### src/tdc_pkg.sv
// TDC core package holding configuration, scan, measurement and record types
package tdc_pkg;

    // Width of the per-word sample counters, enough for 32 samples
    localparam int CNT_W = 6;

    localparam logic [3:0]  DATA_ID   = 4'b0100;
    localparam logic [11:0] TDC_MAX   = 12'd4095;  // Width overflow bin
    localparam logic [7:0]  DIST_NONE = 8'd255;    // No trigger or trigger error
    localparam logic [7:0]  DIST_MAX  = 8'd254;    // Distance overflow bin

    // Static configuration, enable in bit 0
    typedef struct packed {
        logic drop_trig_err;  // Skip records with distance DIST_NONE
        logic trig_dist;      // Overlay distance on bits 27:20
        logic write_ts;       // Timestamp instead of event count
        logic arm_mode;       // Measure only after an arm edge
        logic ext_mode;       // ext_en also enables
        logic enable;
    } tdc_cfg_t;

    // Summary of one sample word, earliest sample first
    typedef struct packed {
        logic [CNT_W-1:0] ones;      // High samples before first falling edge
        logic [CNT_W-1:0] all_ones;  // All high samples
        logic [CNT_W-1:0] rise_pos;  // Samples before first rising edge
        logic             has_rise;
        logic             has_zero;
    } scan_t;

    // Result of one finished pulse
    typedef struct packed {
        logic [11:0] tdc_val;
        logic [7:0]  trig_dist;
        logic [15:0] timestamp;
        logic        finish;     // One-cycle strobe
        logic [3:0]  spare;
    } meas_t;

    typedef struct packed {
        logic [3:0]  id;
        logic [15:0] evt_cnt;
        logic [11:0] tdc;
    } evt_view_t;

    typedef struct packed {
        logic [3:0]  id;
        logic [15:0] ts;
        logic [11:0] tdc;
    } ts_view_t;

    // Output record, read as event-counter or timestamp format
    typedef union packed {
        evt_view_t evt;
        ts_view_t  ts;
    } tdc_word_u;

endpackage
### src/tdc_core_top.sv
// TDC core top level, scan, measure, pack and queue stages in one clock domain
`timescale 1ns/1ps

module tdc_core_top #(
    parameter int SAMPLE_BITS = 16,
    parameter int FIFO_DEPTH  = 8
) (
    input  logic                   DV_CLK,
    input  logic                   RST_SYNC,
    input  tdc_pkg::tdc_cfg_t      cfg,
    input  logic                   ext_en,
    input  logic                   arm,
    input  logic [15:0]            timestamp,
    input  logic                   samples_valid,
    input  logic [SAMPLE_BITS-1:0] tdc_samples,
    input  logic [SAMPLE_BITS-1:0] trig_samples,
    output tdc_pkg::tdc_word_u     out_word,
    output logic                   out_valid,
    input  logic                   out_ready,
    output logic [31:0]            event_count,
    output logic [7:0]             lost_count
);
    import tdc_pkg::*;

    scan_t     tdc_scan;
    scan_t     trig_scan;
    logic      scan_valid;
    meas_t     meas;
    tdc_word_u rec_word;
    logic      rec_valid;
    logic      fifo_full;

    tdc_word_scan #(.SAMPLE_BITS(SAMPLE_BITS)) u_tdc_scan (
        .DV_CLK     (DV_CLK),
        .RST_SYNC   (RST_SYNC),
        .samples    (tdc_samples),
        .in_valid   (samples_valid),
        .scan       (tdc_scan),
        .scan_valid (scan_valid)
    );

    // Same timing as the TDC scanner, its valid is not needed
    tdc_word_scan #(.SAMPLE_BITS(SAMPLE_BITS)) u_trig_scan (
        .DV_CLK     (DV_CLK),
        .RST_SYNC   (RST_SYNC),
        .samples    (trig_samples),
        .in_valid   (samples_valid),
        .scan       (trig_scan),
        .scan_valid ()
    );

    tdc_measure #(.SAMPLE_BITS(SAMPLE_BITS)) u_measure (
        .DV_CLK     (DV_CLK),
        .RST_SYNC   (RST_SYNC),
        .cfg        (cfg),
        .ext_en     (ext_en),
        .arm        (arm),
        .timestamp  (timestamp),
        .tdc_scan   (tdc_scan),
        .trig_scan  (trig_scan),
        .scan_valid (scan_valid),
        .meas       (meas)
    );

    tdc_pack u_pack (
        .DV_CLK      (DV_CLK),
        .RST_SYNC    (RST_SYNC),
        .cfg         (cfg),
        .meas        (meas),
        .fifo_full   (fifo_full),
        .rec_word    (rec_word),
        .rec_valid   (rec_valid),
        .event_count (event_count),
        .lost_count  (lost_count)
    );

    tdc_out_fifo #(.FIFO_DEPTH(FIFO_DEPTH)) u_out_fifo (
        .DV_CLK    (DV_CLK),
        .RST_SYNC  (RST_SYNC),
        .wr_word   (rec_word),
        .wr_en     (rec_valid),
        .full      (fifo_full),
        .out_word  (out_word),
        .out_valid (out_valid),
        .out_ready (out_ready)
    );

endmodule

### src/tdc_out_fifo.sv
// Synchronous record FIFO with valid/ready read side
`timescale 1ns/1ps

module tdc_out_fifo #(
    parameter int FIFO_DEPTH = 8
) (
    input  logic               DV_CLK,
    input  logic               RST_SYNC,
    input  tdc_pkg::tdc_word_u wr_word,
    input  logic               wr_en,
    output logic               full,
    output tdc_pkg::tdc_word_u out_word,
    output logic               out_valid,
    input  logic               out_ready
);
    import tdc_pkg::*;

    localparam int AW = (FIFO_DEPTH > 1) ? $clog2(FIFO_DEPTH) : 1;

    tdc_word_u     mem [FIFO_DEPTH];
    logic [AW-1:0] wr_ptr;
    logic [AW-1:0] rd_ptr;
    logic [AW:0]   count;
    logic [AW:0]   count_next;
    logic          do_wr;
    logic          do_rd;

    assign do_wr      = wr_en && (count != (AW+1)'(FIFO_DEPTH));
    assign do_rd      = out_valid && out_ready;
    assign count_next = count + (AW+1)'(do_wr) - (AW+1)'(do_rd);

    // Occupancy after this cycle, so a write decided now still fits next cycle
    assign full      = (count_next == (AW+1)'(FIFO_DEPTH));
    assign out_valid = (count != '0);
    assign out_word  = mem[rd_ptr];

    always_ff @(posedge DV_CLK) begin
        if (RST_SYNC) begin
            wr_ptr <= '0;
            rd_ptr <= '0;
            count  <= '0;
        end else begin
            count <= count_next;
            if (do_wr) begin
                wr_ptr <= (wr_ptr == AW'(FIFO_DEPTH - 1)) ? '0 : wr_ptr + 1'b1;
            end
            if (do_rd) begin
                rd_ptr <= (rd_ptr == AW'(FIFO_DEPTH - 1)) ? '0 : rd_ptr + 1'b1;
            end
        end
    end

    always_ff @(posedge DV_CLK) begin
        if (do_wr) begin
            mem[wr_ptr] <= wr_word;
        end
    end

endmodule

### src/tdc_pack.sv
// Record formatter with event and lost-record counters
`timescale 1ns/1ps

module tdc_pack (
    input  logic               DV_CLK,
    input  logic               RST_SYNC,
    input  tdc_pkg::tdc_cfg_t  cfg,
    input  tdc_pkg::meas_t     meas,
    input  logic               fifo_full,
    output tdc_pkg::tdc_word_u rec_word,
    output logic               rec_valid,
    output logic [31:0]        event_count,
    output logic [7:0]         lost_count
);
    import tdc_pkg::*;

    tdc_word_u rec_next;
    logic      trig_reject;
    logic      keep;

    assign trig_reject = cfg.drop_trig_err && (meas.trig_dist == DIST_NONE);
    assign keep        = meas.finish && !trig_reject;

    always_comb begin
        rec_next = '0;
        if (cfg.write_ts) begin
            rec_next.ts.id  = DATA_ID;
            rec_next.ts.ts  = meas.timestamp;
            rec_next.ts.tdc = meas.tdc_val;
        end else begin
            rec_next.evt.id      = DATA_ID;
            rec_next.evt.evt_cnt = event_count[15:0];  // Count before this event
            rec_next.evt.tdc     = meas.tdc_val;
        end
        // Bits 27:20 sit in the upper middle field of either view
        if (cfg.trig_dist) begin
            rec_next.evt.evt_cnt[15:8] = meas.trig_dist;
        end
    end

    always_ff @(posedge DV_CLK) begin
        if (RST_SYNC) begin
            rec_valid   <= 1'b0;
            event_count <= 32'd0;
            lost_count  <= 8'd0;
        end else begin
            rec_valid <= keep && !fifo_full;
            if (meas.finish) begin
                event_count <= event_count + 32'd1;
            end
            if (keep && fifo_full && (lost_count != 8'hFF)) begin
                lost_count <= lost_count + 8'd1;  // Saturates at 255
            end
        end
    end

    always_ff @(posedge DV_CLK) begin
        if (keep) begin
            rec_word <= rec_next;
        end
    end

endmodule

### src/tdc_measure.sv
// Pulse measurement FSM with width accumulation and trigger distance
`timescale 1ns/1ps

module tdc_measure #(
    parameter int SAMPLE_BITS = 16
) (
    input  logic              DV_CLK,
    input  logic              RST_SYNC,
    input  tdc_pkg::tdc_cfg_t cfg,
    input  logic              ext_en,
    input  logic              arm,
    input  logic [15:0]       timestamp,
    input  tdc_pkg::scan_t    tdc_scan,
    input  tdc_pkg::scan_t    trig_scan,
    input  logic              scan_valid,
    output tdc_pkg::meas_t    meas
);
    import tdc_pkg::*;

    typedef enum logic [1:0] {IDLE, ARMED, COUNT} state_t;

    state_t      state;
    state_t      state_n;
    logic        en_eff;
    logic        arm_q;
    logic        arm_edge;
    logic        tdc_err;
    logic        trig_dbl;
    logic        pulse_open;
    logic        start;
    logic        finish;
    logic [6:0]  rise_end;
    logic [12:0] width_sum;
    logic [11:0] width_acc;
    logic [11:0] acc_q;
    logic [11:0] tdc_val_n;
    logic [15:0] ts_start;
    logic        trig_seen;
    logic        trig_bad;
    logic [7:0]  dist_cnt;
    logic [8:0]  dist_sum;
    logic [8:0]  dist_step;
    logic [7:0]  dist_now;
    logic [7:0]  dist_lat;
    logic        finish_q;
    logic [11:0] tdc_val_q;
    logic [7:0]  dist_q;
    logic [15:0] ts_q;

    assign en_eff   = cfg.enable | (cfg.ext_mode & ext_en);
    assign arm_edge = arm & ~arm_q;
    assign tdc_err  = (tdc_scan.all_ones != tdc_scan.ones);    // Second pulse in word
    assign trig_dbl = (trig_scan.all_ones != trig_scan.ones);

    // Pulse still high at the end of its start word
    assign rise_end   = {1'b0, tdc_scan.rise_pos} + {1'b0, tdc_scan.ones};
    assign pulse_open = (rise_end == 7'(SAMPLE_BITS));

    assign width_sum = {1'b0, acc_q} + 13'(tdc_scan.ones);
    assign width_acc = (width_sum > {1'b0, TDC_MAX}) ? TDC_MAX : width_sum[11:0];

    always_comb begin
        state_n = state;
        start   = 1'b0;
        finish  = 1'b0;
        case (state)
            IDLE: begin
                if (en_eff) begin
                    if (cfg.arm_mode) begin
                        if (arm_edge) begin
                            state_n = ARMED;
                        end
                    end else if (scan_valid && tdc_scan.has_rise) begin
                        start = 1'b1;
                    end
                end
            end
            ARMED: begin
                if (!en_eff) begin
                    state_n = IDLE;
                end else if (scan_valid && tdc_scan.has_rise) begin
                    start = 1'b1;
                end
            end
            COUNT: begin
                if (!en_eff || (scan_valid && tdc_scan.has_zero)) begin
                    state_n = IDLE;
                    finish  = 1'b1;
                end
            end
            default: state_n = IDLE;
        endcase
        if (start) begin
            if (tdc_err || !pulse_open) begin  // Pulse ends inside its start word
                state_n = IDLE;
                finish  = 1'b1;
            end else begin
                state_n = COUNT;
            end
        end
    end

    always_comb begin
        if (state == COUNT) begin
            tdc_val_n = !en_eff ? acc_q : (tdc_err ? 12'd0 : width_acc);
        end else begin
            tdc_val_n = tdc_err ? 12'd0 : 12'(tdc_scan.ones);
        end
    end

    // Distance from latest trigger edge to the TDC rising edge
    assign dist_sum  = {1'b0, dist_cnt} + 9'(tdc_scan.rise_pos);
    assign dist_step = {1'b0, dist_cnt} + 9'(SAMPLE_BITS);

    always_comb begin
        if (trig_scan.has_rise && (trig_scan.rise_pos <= tdc_scan.rise_pos)) begin
            dist_now = trig_dbl ? DIST_NONE : {2'b00, tdc_scan.rise_pos - trig_scan.rise_pos};
        end else if (trig_seen && !trig_bad) begin
            dist_now = (dist_sum > {1'b0, DIST_MAX}) ? DIST_MAX : dist_sum[7:0];
        end else begin
            dist_now = DIST_NONE;
        end
    end

    always_ff @(posedge DV_CLK) begin
        if (RST_SYNC) begin
            state     <= IDLE;
            arm_q     <= 1'b0;
            trig_seen <= 1'b0;
            trig_bad  <= 1'b0;
            finish_q  <= 1'b0;
        end else begin
            state    <= state_n;
            arm_q    <= arm;
            finish_q <= finish;
            if (finish) begin                   // Triggers are consumed per record
                trig_seen <= 1'b0;
                trig_bad  <= 1'b0;
            end else if (scan_valid && trig_scan.has_rise) begin
                trig_seen <= 1'b1;
                trig_bad  <= trig_dbl;
            end
        end
    end

    always_ff @(posedge DV_CLK) begin
        if (start) begin
            acc_q    <= 12'(tdc_scan.ones);
            ts_start <= timestamp;
            dist_lat <= dist_now;
        end else if (state == COUNT && scan_valid) begin
            acc_q <= width_acc;
        end
        if (scan_valid) begin
            if (trig_scan.has_rise) begin
                dist_cnt <= 8'(SAMPLE_BITS) - 8'(trig_scan.rise_pos);
            end else begin
                dist_cnt <= (dist_step > {1'b0, DIST_MAX}) ? DIST_MAX : dist_step[7:0];
            end
        end
        if (finish) begin
            tdc_val_q <= tdc_val_n;
            dist_q    <= start ? dist_now : dist_lat;
            ts_q      <= start ? timestamp : ts_start;
        end
    end

    assign meas.tdc_val   = tdc_val_q;
    assign meas.trig_dist = dist_q;
    assign meas.timestamp = ts_q;
    assign meas.finish    = finish_q;
    assign meas.spare     = 4'd0;

endmodule

### src/tdc_word_scan.sv
// Sample word scanner, reduces one oversampled word to a pulse summary
`timescale 1ns/1ps

module tdc_word_scan #(
    parameter int SAMPLE_BITS = 16
) (
    input  logic                   DV_CLK,
    input  logic                   RST_SYNC,
    input  logic [SAMPLE_BITS-1:0] samples,
    input  logic                   in_valid,
    output tdc_pkg::scan_t         scan,
    output logic                   scan_valid
);
    import tdc_pkg::*;

    logic             prev_last;  // Latest sample of the previous word
    logic [CNT_W-1:0] ones_c;
    logic [CNT_W-1:0] all_c;
    logic [CNT_W-1:0] rise_c;
    logic             rise_f;
    logic             fall_f;
    logic             zero_c;
    logic             prev_c;

    // Walk from the earliest sample (MSB) to the latest (bit 0)
    always_comb begin
        ones_c = '0;
        all_c  = '0;
        rise_c = '0;
        rise_f = 1'b0;
        fall_f = 1'b0;
        zero_c = 1'b0;
        prev_c = prev_last;
        for (int i = SAMPLE_BITS - 1; i >= 0; i--) begin
            if (samples[i]) begin
                all_c = all_c + 1'b1;
                if (!fall_f) begin
                    ones_c = ones_c + 1'b1;
                end
                if (!prev_c && !rise_f) begin
                    rise_f = 1'b1;
                    rise_c = CNT_W'(SAMPLE_BITS - 1 - i);  // Samples before the edge
                end
            end else begin
                zero_c = 1'b1;
                if (prev_c) begin
                    fall_f = 1'b1;  // Stop counting ones
                end
            end
            prev_c = samples[i];
        end
    end

    always_ff @(posedge DV_CLK) begin
        if (RST_SYNC) begin
            prev_last  <= 1'b0;
            scan_valid <= 1'b0;
        end else begin
            scan_valid <= in_valid;
            if (in_valid) begin
                prev_last <= samples[0];
            end
        end
    end

    always_ff @(posedge DV_CLK) begin
        if (in_valid) begin
            scan.ones     <= ones_c;
            scan.all_ones <= all_c;
            scan.rise_pos <= rise_c;
            scan.has_rise <= rise_f;
            scan.has_zero <= zero_c;
        end
    end

endmodule

### config.mk
export PLATFORM = sky130hd
export DESIGN_NAME = tdc_core_top
export DESIGN_NICKNAME = d
export VERILOG_FILES = /design/src/tdc_pkg.sv /design/src/tdc_core_top.sv /design/src/tdc_out_fifo.sv /design/src/tdc_pack.sv /design/src/tdc_measure.sv /design/src/tdc_word_scan.sv
export SDC_FILE = /design/constraint.sdc
export NUM_CORES = 1
export LEC_CHECK = 0
export ABC_AREA = 1
export ABC_CLOCK_PERIOD_IN_PS = 9600
export BUFFER_PORTS_ARGS = -buffer_cell sky130_fd_sc_hd__buf_2
export CAP_MARGIN = 20
export CELL_PAD_IN_SITES_DETAIL_PLACEMENT = 1
export CELL_PAD_IN_SITES_GLOBAL_PLACEMENT = 1
export CORE_ASPECT_RATIO = 0.7
export CORE_UTILIZATION = 47
export DETAILED_ROUTE_END_ITERATION = 8
export PLACE_DENSITY_LB_ADDON = 0.1
export SKIP_CTS_REPAIR_TIMING = 1
export SLEW_MARGIN = 0
export SYNTH_ARGS = -nofsm -noshare
export SYNTH_HDL_FRONTEND = slang
export SYNTH_HIERARCHICAL = 1
export SYNTH_SLANG_ARGS = --single-unit
### constraint.sdc
create_clock -name DV_CLK -period 9.6 [get_ports DV_CLK]
set_clock_uncertainty 0.1 [all_clocks]
set_input_delay 0.48 -clock DV_CLK [delete_from_list [all_inputs] [get_ports DV_CLK]]
set_output_delay 0.48 -clock DV_CLK [all_outputs]
set_load 0.03 [all_outputs]
==> impl_metrics.env, run 1 <==
export IMPL_fp_dieW_um=304.7
export IMPL_grt_max_degree=81
export IMPL_yosys_warnings=6
export IMPL_switching_power_mw=2.219
export IMPL_drive_gt1_frac=0.1106
export IMPL_relSlewSlack=0.3070
export IMPL_gp_congestion=0.8381
export IMPL_rows=77
export IMPL_rsz0062_at_grt="false"
export IMPL_slew_violations=0
export IMPL_synth_area_um2=30150
export IMPL_core_area_um2=63300
export IMPL_chipHeight_um=213.9
export IMPL_cpMaxStageDelayCell="dfxtp_1"
export IMPL_hold_path_class="in2reg"
export IMPL_drt_iter0_drc=1438
export IMPL_fin_hold_ws_ps=41.20
export IMPL_wire_per_inst_um=16.71
export IMPL_setup_violations_final=0
export IMPL_finalCritPeriodShare=0.8765
export IMPL_required_ps=9800
export IMPL_intPower_mw=3.799
export IMPL_path_delay_family="simple AND/OR/NAND/NOR gates"
export IMPL_clkTransAtPathRegs_ps=70
export IMPL_ios=133
export IMPL_tritoncts="yes"
export IMPL_clock_latency_ps=560
export IMPL_syn_to_final_growth_pct=9.124
export IMPL_slowest_delay_ps=460
export IMPL_drc=0
export IMPL_setup_tns_ps=0
export IMPL_antenna_left=0
export IMPL_crit_path_end_kind="flop"
export IMPL_dpl_hpwl_um=60810
export IMPL_wl_um=84320
export IMPL_antenna_found_initial=4
export IMPL_pre_cts_ws_ps=917.6
export IMPL_drt_pass1_iter_count=5
export IMPL_vdd_drop_max_uv=134.4
export IMPL_period_needed_ps=8414
export IMPL_final_util=0.5199
export IMPL_critPathLaunchType="flop"
export IMPL_p_clk_frac=0.293
export IMPL_power_leakage_nw=16.19
export IMPL_clkSinkCount=462
export IMPL_grtUsageTotal=0.2595
export IMPL_p_comb_frac=0.318
export IMPL_port_buffers=132
export IMPL_syn_inst=4076
export IMPL_crit_buf_inv=9
export IMPL_finalHoldViolCount=0
export IMPL_p_seq_frac=0.388
export IMPL_num_vias=26050
export IMPL_die_area_um2=65190
export IMPL_routed_via_density=5.162
export IMPL_switching_share=0.3687
export IMPL_critPathArrivalTime_ps=8620
export IMPL_crit_type="reg2reg"
export IMPL_avgSynthCellArea_um2=7.398
export IMPL_start_util=0.4764
export IMPL_final_nets=4344
export IMPL_power_per_cell_area_nw_per_um2=182.9
export IMPL_fmax_ghz=0.1188
export IMPL_status="finished clean"
export IMPL_grt_pass1_wl_um=138600
export IMPL_worstPathMaxFanout=5
export IMPL_worst_pin_slew_ps=1038
export IMPL_cts_max_level=2
export IMPL_grt_pass1_vias=26550
export IMPL_cpMostUsedCell="nand2_1"
export IMPL_numCtsBuffers=44
export IMPL_setup_ws_ps=1186
export IMPL_maxCapViolCount=0
export IMPL_grt_remaining_overflow=0
export IMPL_root_buffer="clkbuf_16"
export IMPL_clockBufferDepth=3
[through the flow]
step	std cells	area (µm²)	power, mW
global placement	4962	31470	4.214
floorplan	4080	30170	3.779
detailed placement	4962	31470	4.279
global route	5045	32900	6.365
CTS	5044	32900	6.051
finish	5046	32910	6.018
[cell type report]
class	instances	area, µm²
fill	8099	30390
multi-input combinational	2777	13900
sequential	462	12950
inverter	744	2796
clock buffer	56	1177
tap	829	1037
timing repair buffer	150	795.8
clock inverter	26	249.0
antenna	2	5.005
[flip-flops by register name, indices dropped and copies added, names as in the netlist, 3 cells and up, named ones only]
register and count:
u_pack/event_count 32, u_measure/dist_q 8, u_pack/lost_count 8, u_measure/tdc_val_q 12, u_out_fifo/rd_ptr 3, u_out_fifo/mem 256, u_measure/dist_lat 8, u_measure/acc_q 12
u_measure/ts_start 16, u_trig_scan/scan 17, u_tdc_scan/scan 18, u_measure/ts_q 16, u_out_fifo/wr_ptr 3, u_measure/dist_cnt 8, u_pack/rec_word 28, u_out_fifo/count 4
[tightest hold or removal path: stages]
cell and delay (ps):
buf_2 70, nand2_1 40, nand2_1 60
[cell usage in the layout (no fill, tap or decap), types with 45 or more instances in the layout]
cell type and n:
inv_1 707, ha_1 100, nand2_1 1346, dfxtp_1 91
nand3b_1 50, buf_2 132, nand2_2 76, edfxtp_1 369
nor2_1 261, nand3_1 422, clkbuf_16 45, a21oi_1 96
o21ai_0 85
[layer usage]
metal  global-route usage  vias to the layer above  wire length [µm]
met4              0.04125                        2              1008
met2               0.4178                      422             37570
met1               0.3851                    12430             42490
li1                     -                    13110                 -
met3              0.02288                       77              3239
met5                    0                        -                13
[power by group through the flow]
stage               registers (mW)  logic (mW)  clock network [mW]
finish                        2.34        1.92                1.77
global route                  2.35        2.15                1.87
CTS                           2.34        1.92                1.79
detailed placement            2.38        1.90                   0
global placement              2.38        1.84                   0
floorplan                     2.32        1.46                   0
[path summary, 6_finish.rpt]
check / start / to / slack [ps] / cells past startpoint
max reg2reg: u_trig_scan/prev_last / u_trig_scan/scan[18] / 1190 / 47
max: u_trig_scan/prev_last / u_trig_scan/scan[18] / 1190 / 47
min reg2reg: u_measure/tdc_val_q[9] / u_pack/rec_word[9] / 320 / 0
min: timestamp[6] / u_measure/ts_start[6] / 40 / 3
Note: power is estimated with default switching activity, not from simulation.
==> inputs of run 2 (changes only) <==
--- a/config.mk
+++ b/config.mk
@@ -7,3 +7,2 @@
 export LEC_CHECK = 0
-export ABC_AREA = 1
 export ABC_CLOCK_PERIOD_IN_PS = 9600
@@ -14,3 +13,3 @@
 export CORE_ASPECT_RATIO = 0.7
-export CORE_UTILIZATION = 47
+export CORE_UTILIZATION = 50
 export DETAILED_ROUTE_END_ITERATION = 8
==> constraint.sdc (replaced) <==
create_clock -name DV_CLK -period 9.6 [get_ports DV_CLK]
set_clock_uncertainty 0.1 [all_clocks]
set_input_delay 1.92 -clock DV_CLK [delete_from_list [all_inputs] [get_ports DV_CLK]]
set_output_delay 1.92 -clock DV_CLK [all_outputs]
set_load 0.03 [all_outputs]
==> impl_metrics.env, run 2 <==
export IMPL_fin_area_um2=32430
export IMPL_fmax_ghz=0.1076
export IMPL_top_regs="u_out_fifo/mem (256), u_pack/event_count (32), u_pack/rec_word (28)"
export IMPL_ios=133
export IMPL_dpl_cell_area_um2=30770
export IMPL_relSlewSlack=0.3190
export IMPL_start_util=0.5106
export IMPL_finalHoldViolCount=0
export IMPL_maxCapViolCount=0
export IMPL_largest_reg_flops=256
export IMPL_num_vias=21490
export IMPL_chipHeight_um=201.5
export IMPL_drt_iter0_drc=1825
export IMPL_final_util=0.5825
export IMPL_wire_per_inst_um=22.99
export IMPL_cpMaxStageDelayCell="ha_1"
export IMPL_grt_remaining_overflow=0
export IMPL_dp_cells=3444
export IMPL_crit_type="in2reg"
export IMPL_drt_pass1_iter_count=5
export IMPL_fillers=5870
export IMPL_core_area_um2=55670
export IMPL_dpl_hpwl_um=56450
export IMPL_setup_violations_final=0
export IMPL_fp_dieW_um=287.0
export IMPL_power_leakage_nw=11.80
export IMPL_required_ps=9820
export IMPL_grt_max_degree=65
export IMPL_drive_gt1_frac=0.2272
export IMPL_hold_depth=0
export IMPL_wl_um=81120
export IMPL_grt_busiest_layer="met2"
export IMPL_syn_inst=2563
export IMPL_hold_path_class="reg2reg"
export IMPL_final_nets=2919
export IMPL_cpMostUsedCell="ha_4"
export IMPL_period_needed_ps=9290
export IMPL_numCtsBuffers=41
export IMPL_fin_cells=3529
export IMPL_grt_pass1_vias=22330
export IMPL_finalCritPeriodShare=0.9677
export IMPL_clkTransAtPathRegs_ps=70
export IMPL_crit_path_end_kind="flop"
export IMPL_slowest_delay_ps=330
export IMPL_setup_tns_ps=0
export IMPL_synth_area_um2=28430
export IMPL_grt_pass1_wl_um=127400
export IMPL_vdd_drop_max_uv=336.0
export IMPL_worstPathMaxFanout=4
export IMPL_avgSynthCellArea_um2=11.09
export IMPL_routed_via_density=6.090
export IMPL_critPathLaunchType="input pin"
export IMPL_slew_violations=0
export IMPL_power_per_cell_area_nw_per_um2=211.1
export IMPL_layout_common_cells="369 x edfxtp_1, 248 x nand2_1, 139 x nor2_1"
export IMPL_clkSinkCount=462
export IMPL_critPathArrivalTime_ps=9510
export IMPL_fin_hold_ws_ps=325.7
export IMPL_yosys_warnings=6
export IMPL_final_common_cell="edfxtp_1"
export IMPL_antenna_found_initial=4
export IMPL_worst_pin_slew_ps=1022
export IMPL_grtUsageMet2=0.4570
export IMPL_top_register="u_out_fifo/mem"
export IMPL_cts_max_level=2
export IMPL_grtUsageTotal=0.2785
export IMPL_gp_congestion=0.9201
export IMPL_port_buffers=132
export IMPL_rows=72
export IMPL_met1_usage=0.4074
export IMPL_antenna_left=0
export IMPL_clock_latency_ps=570
export IMPL_clockBufferDepth=3
export IMPL_syn_to_final_growth_pct=14.09
export IMPL_status="finished clean"
export IMPL_drc=0
export IMPL_worstRegToRegCells=38
export IMPL_root_buffer="clkbuf_16"
export IMPL_grt_util_met3=0.02642
export IMPL_die_area_um2=57820
export IMPL_tritoncts="yes"
run 2: routing by layer:
layer	vias up	share of wire
li1	9985	-
met5	-	0
met2	458	0.48
met4	0	0.011
met3	75	0.044
met1	10980	0.47
run 2: final cells by class:
type	count	area, µm²	share of cell area
Inverter	102	402.9	0.01242
Timing Repair Buffer	267	1712	0.05278
Multi-Input combinational cell	1880	15050	0.4639
Tap cell	740	925.9	0.02855
Antenna cell	3	7.507	0.0002315
Clock buffer	49	1087	0.03352
Clock inverter	26	302.8	0.009336
Sequential cell	462	12950	0.3993
run 2: worst paths after layout:
path,startpoint,endpoint,slack [ps]
hold / removal,u_measure/tdc_val_q[5],u_pack/rec_word[5],330
setup / recovery,trig_samples[15],u_trig_scan/scan[12],310
setup reg to reg,u_tdc_scan/prev_last,u_tdc_scan/scan[19],1120
hold reg to reg,u_measure/tdc_val_q[5],u_pack/rec_word[5],330
run 2: power breakdown:
group	total [mW]	internal (mW)	switching, mW
clock network	1.73	0.959	0.775
registers	2.37	2.28	0.0913
logic	2.74	1.25	1.49
total	6.85	4.49	2.36
run 2: through the flow:
stage | setup slack (ps) | power [mW]
after global routing | -39.60 | 7.204
after floorplan | 1.807 | 4.306
after global placement | -33.42 | 4.860
final | 309.7 | 6.847
after CTS | 60.69 | 6.810
after detailed placement | -477.6 | 5.056
run 2: critical path: cells and delay by family:
kind            cells  cell delay (ps)
buf+inv             4              330
fa+ha+maj          14             3600
compound gates      6              730
simple gates        8              790
xor+xnor            2              280
mux                 7             1830
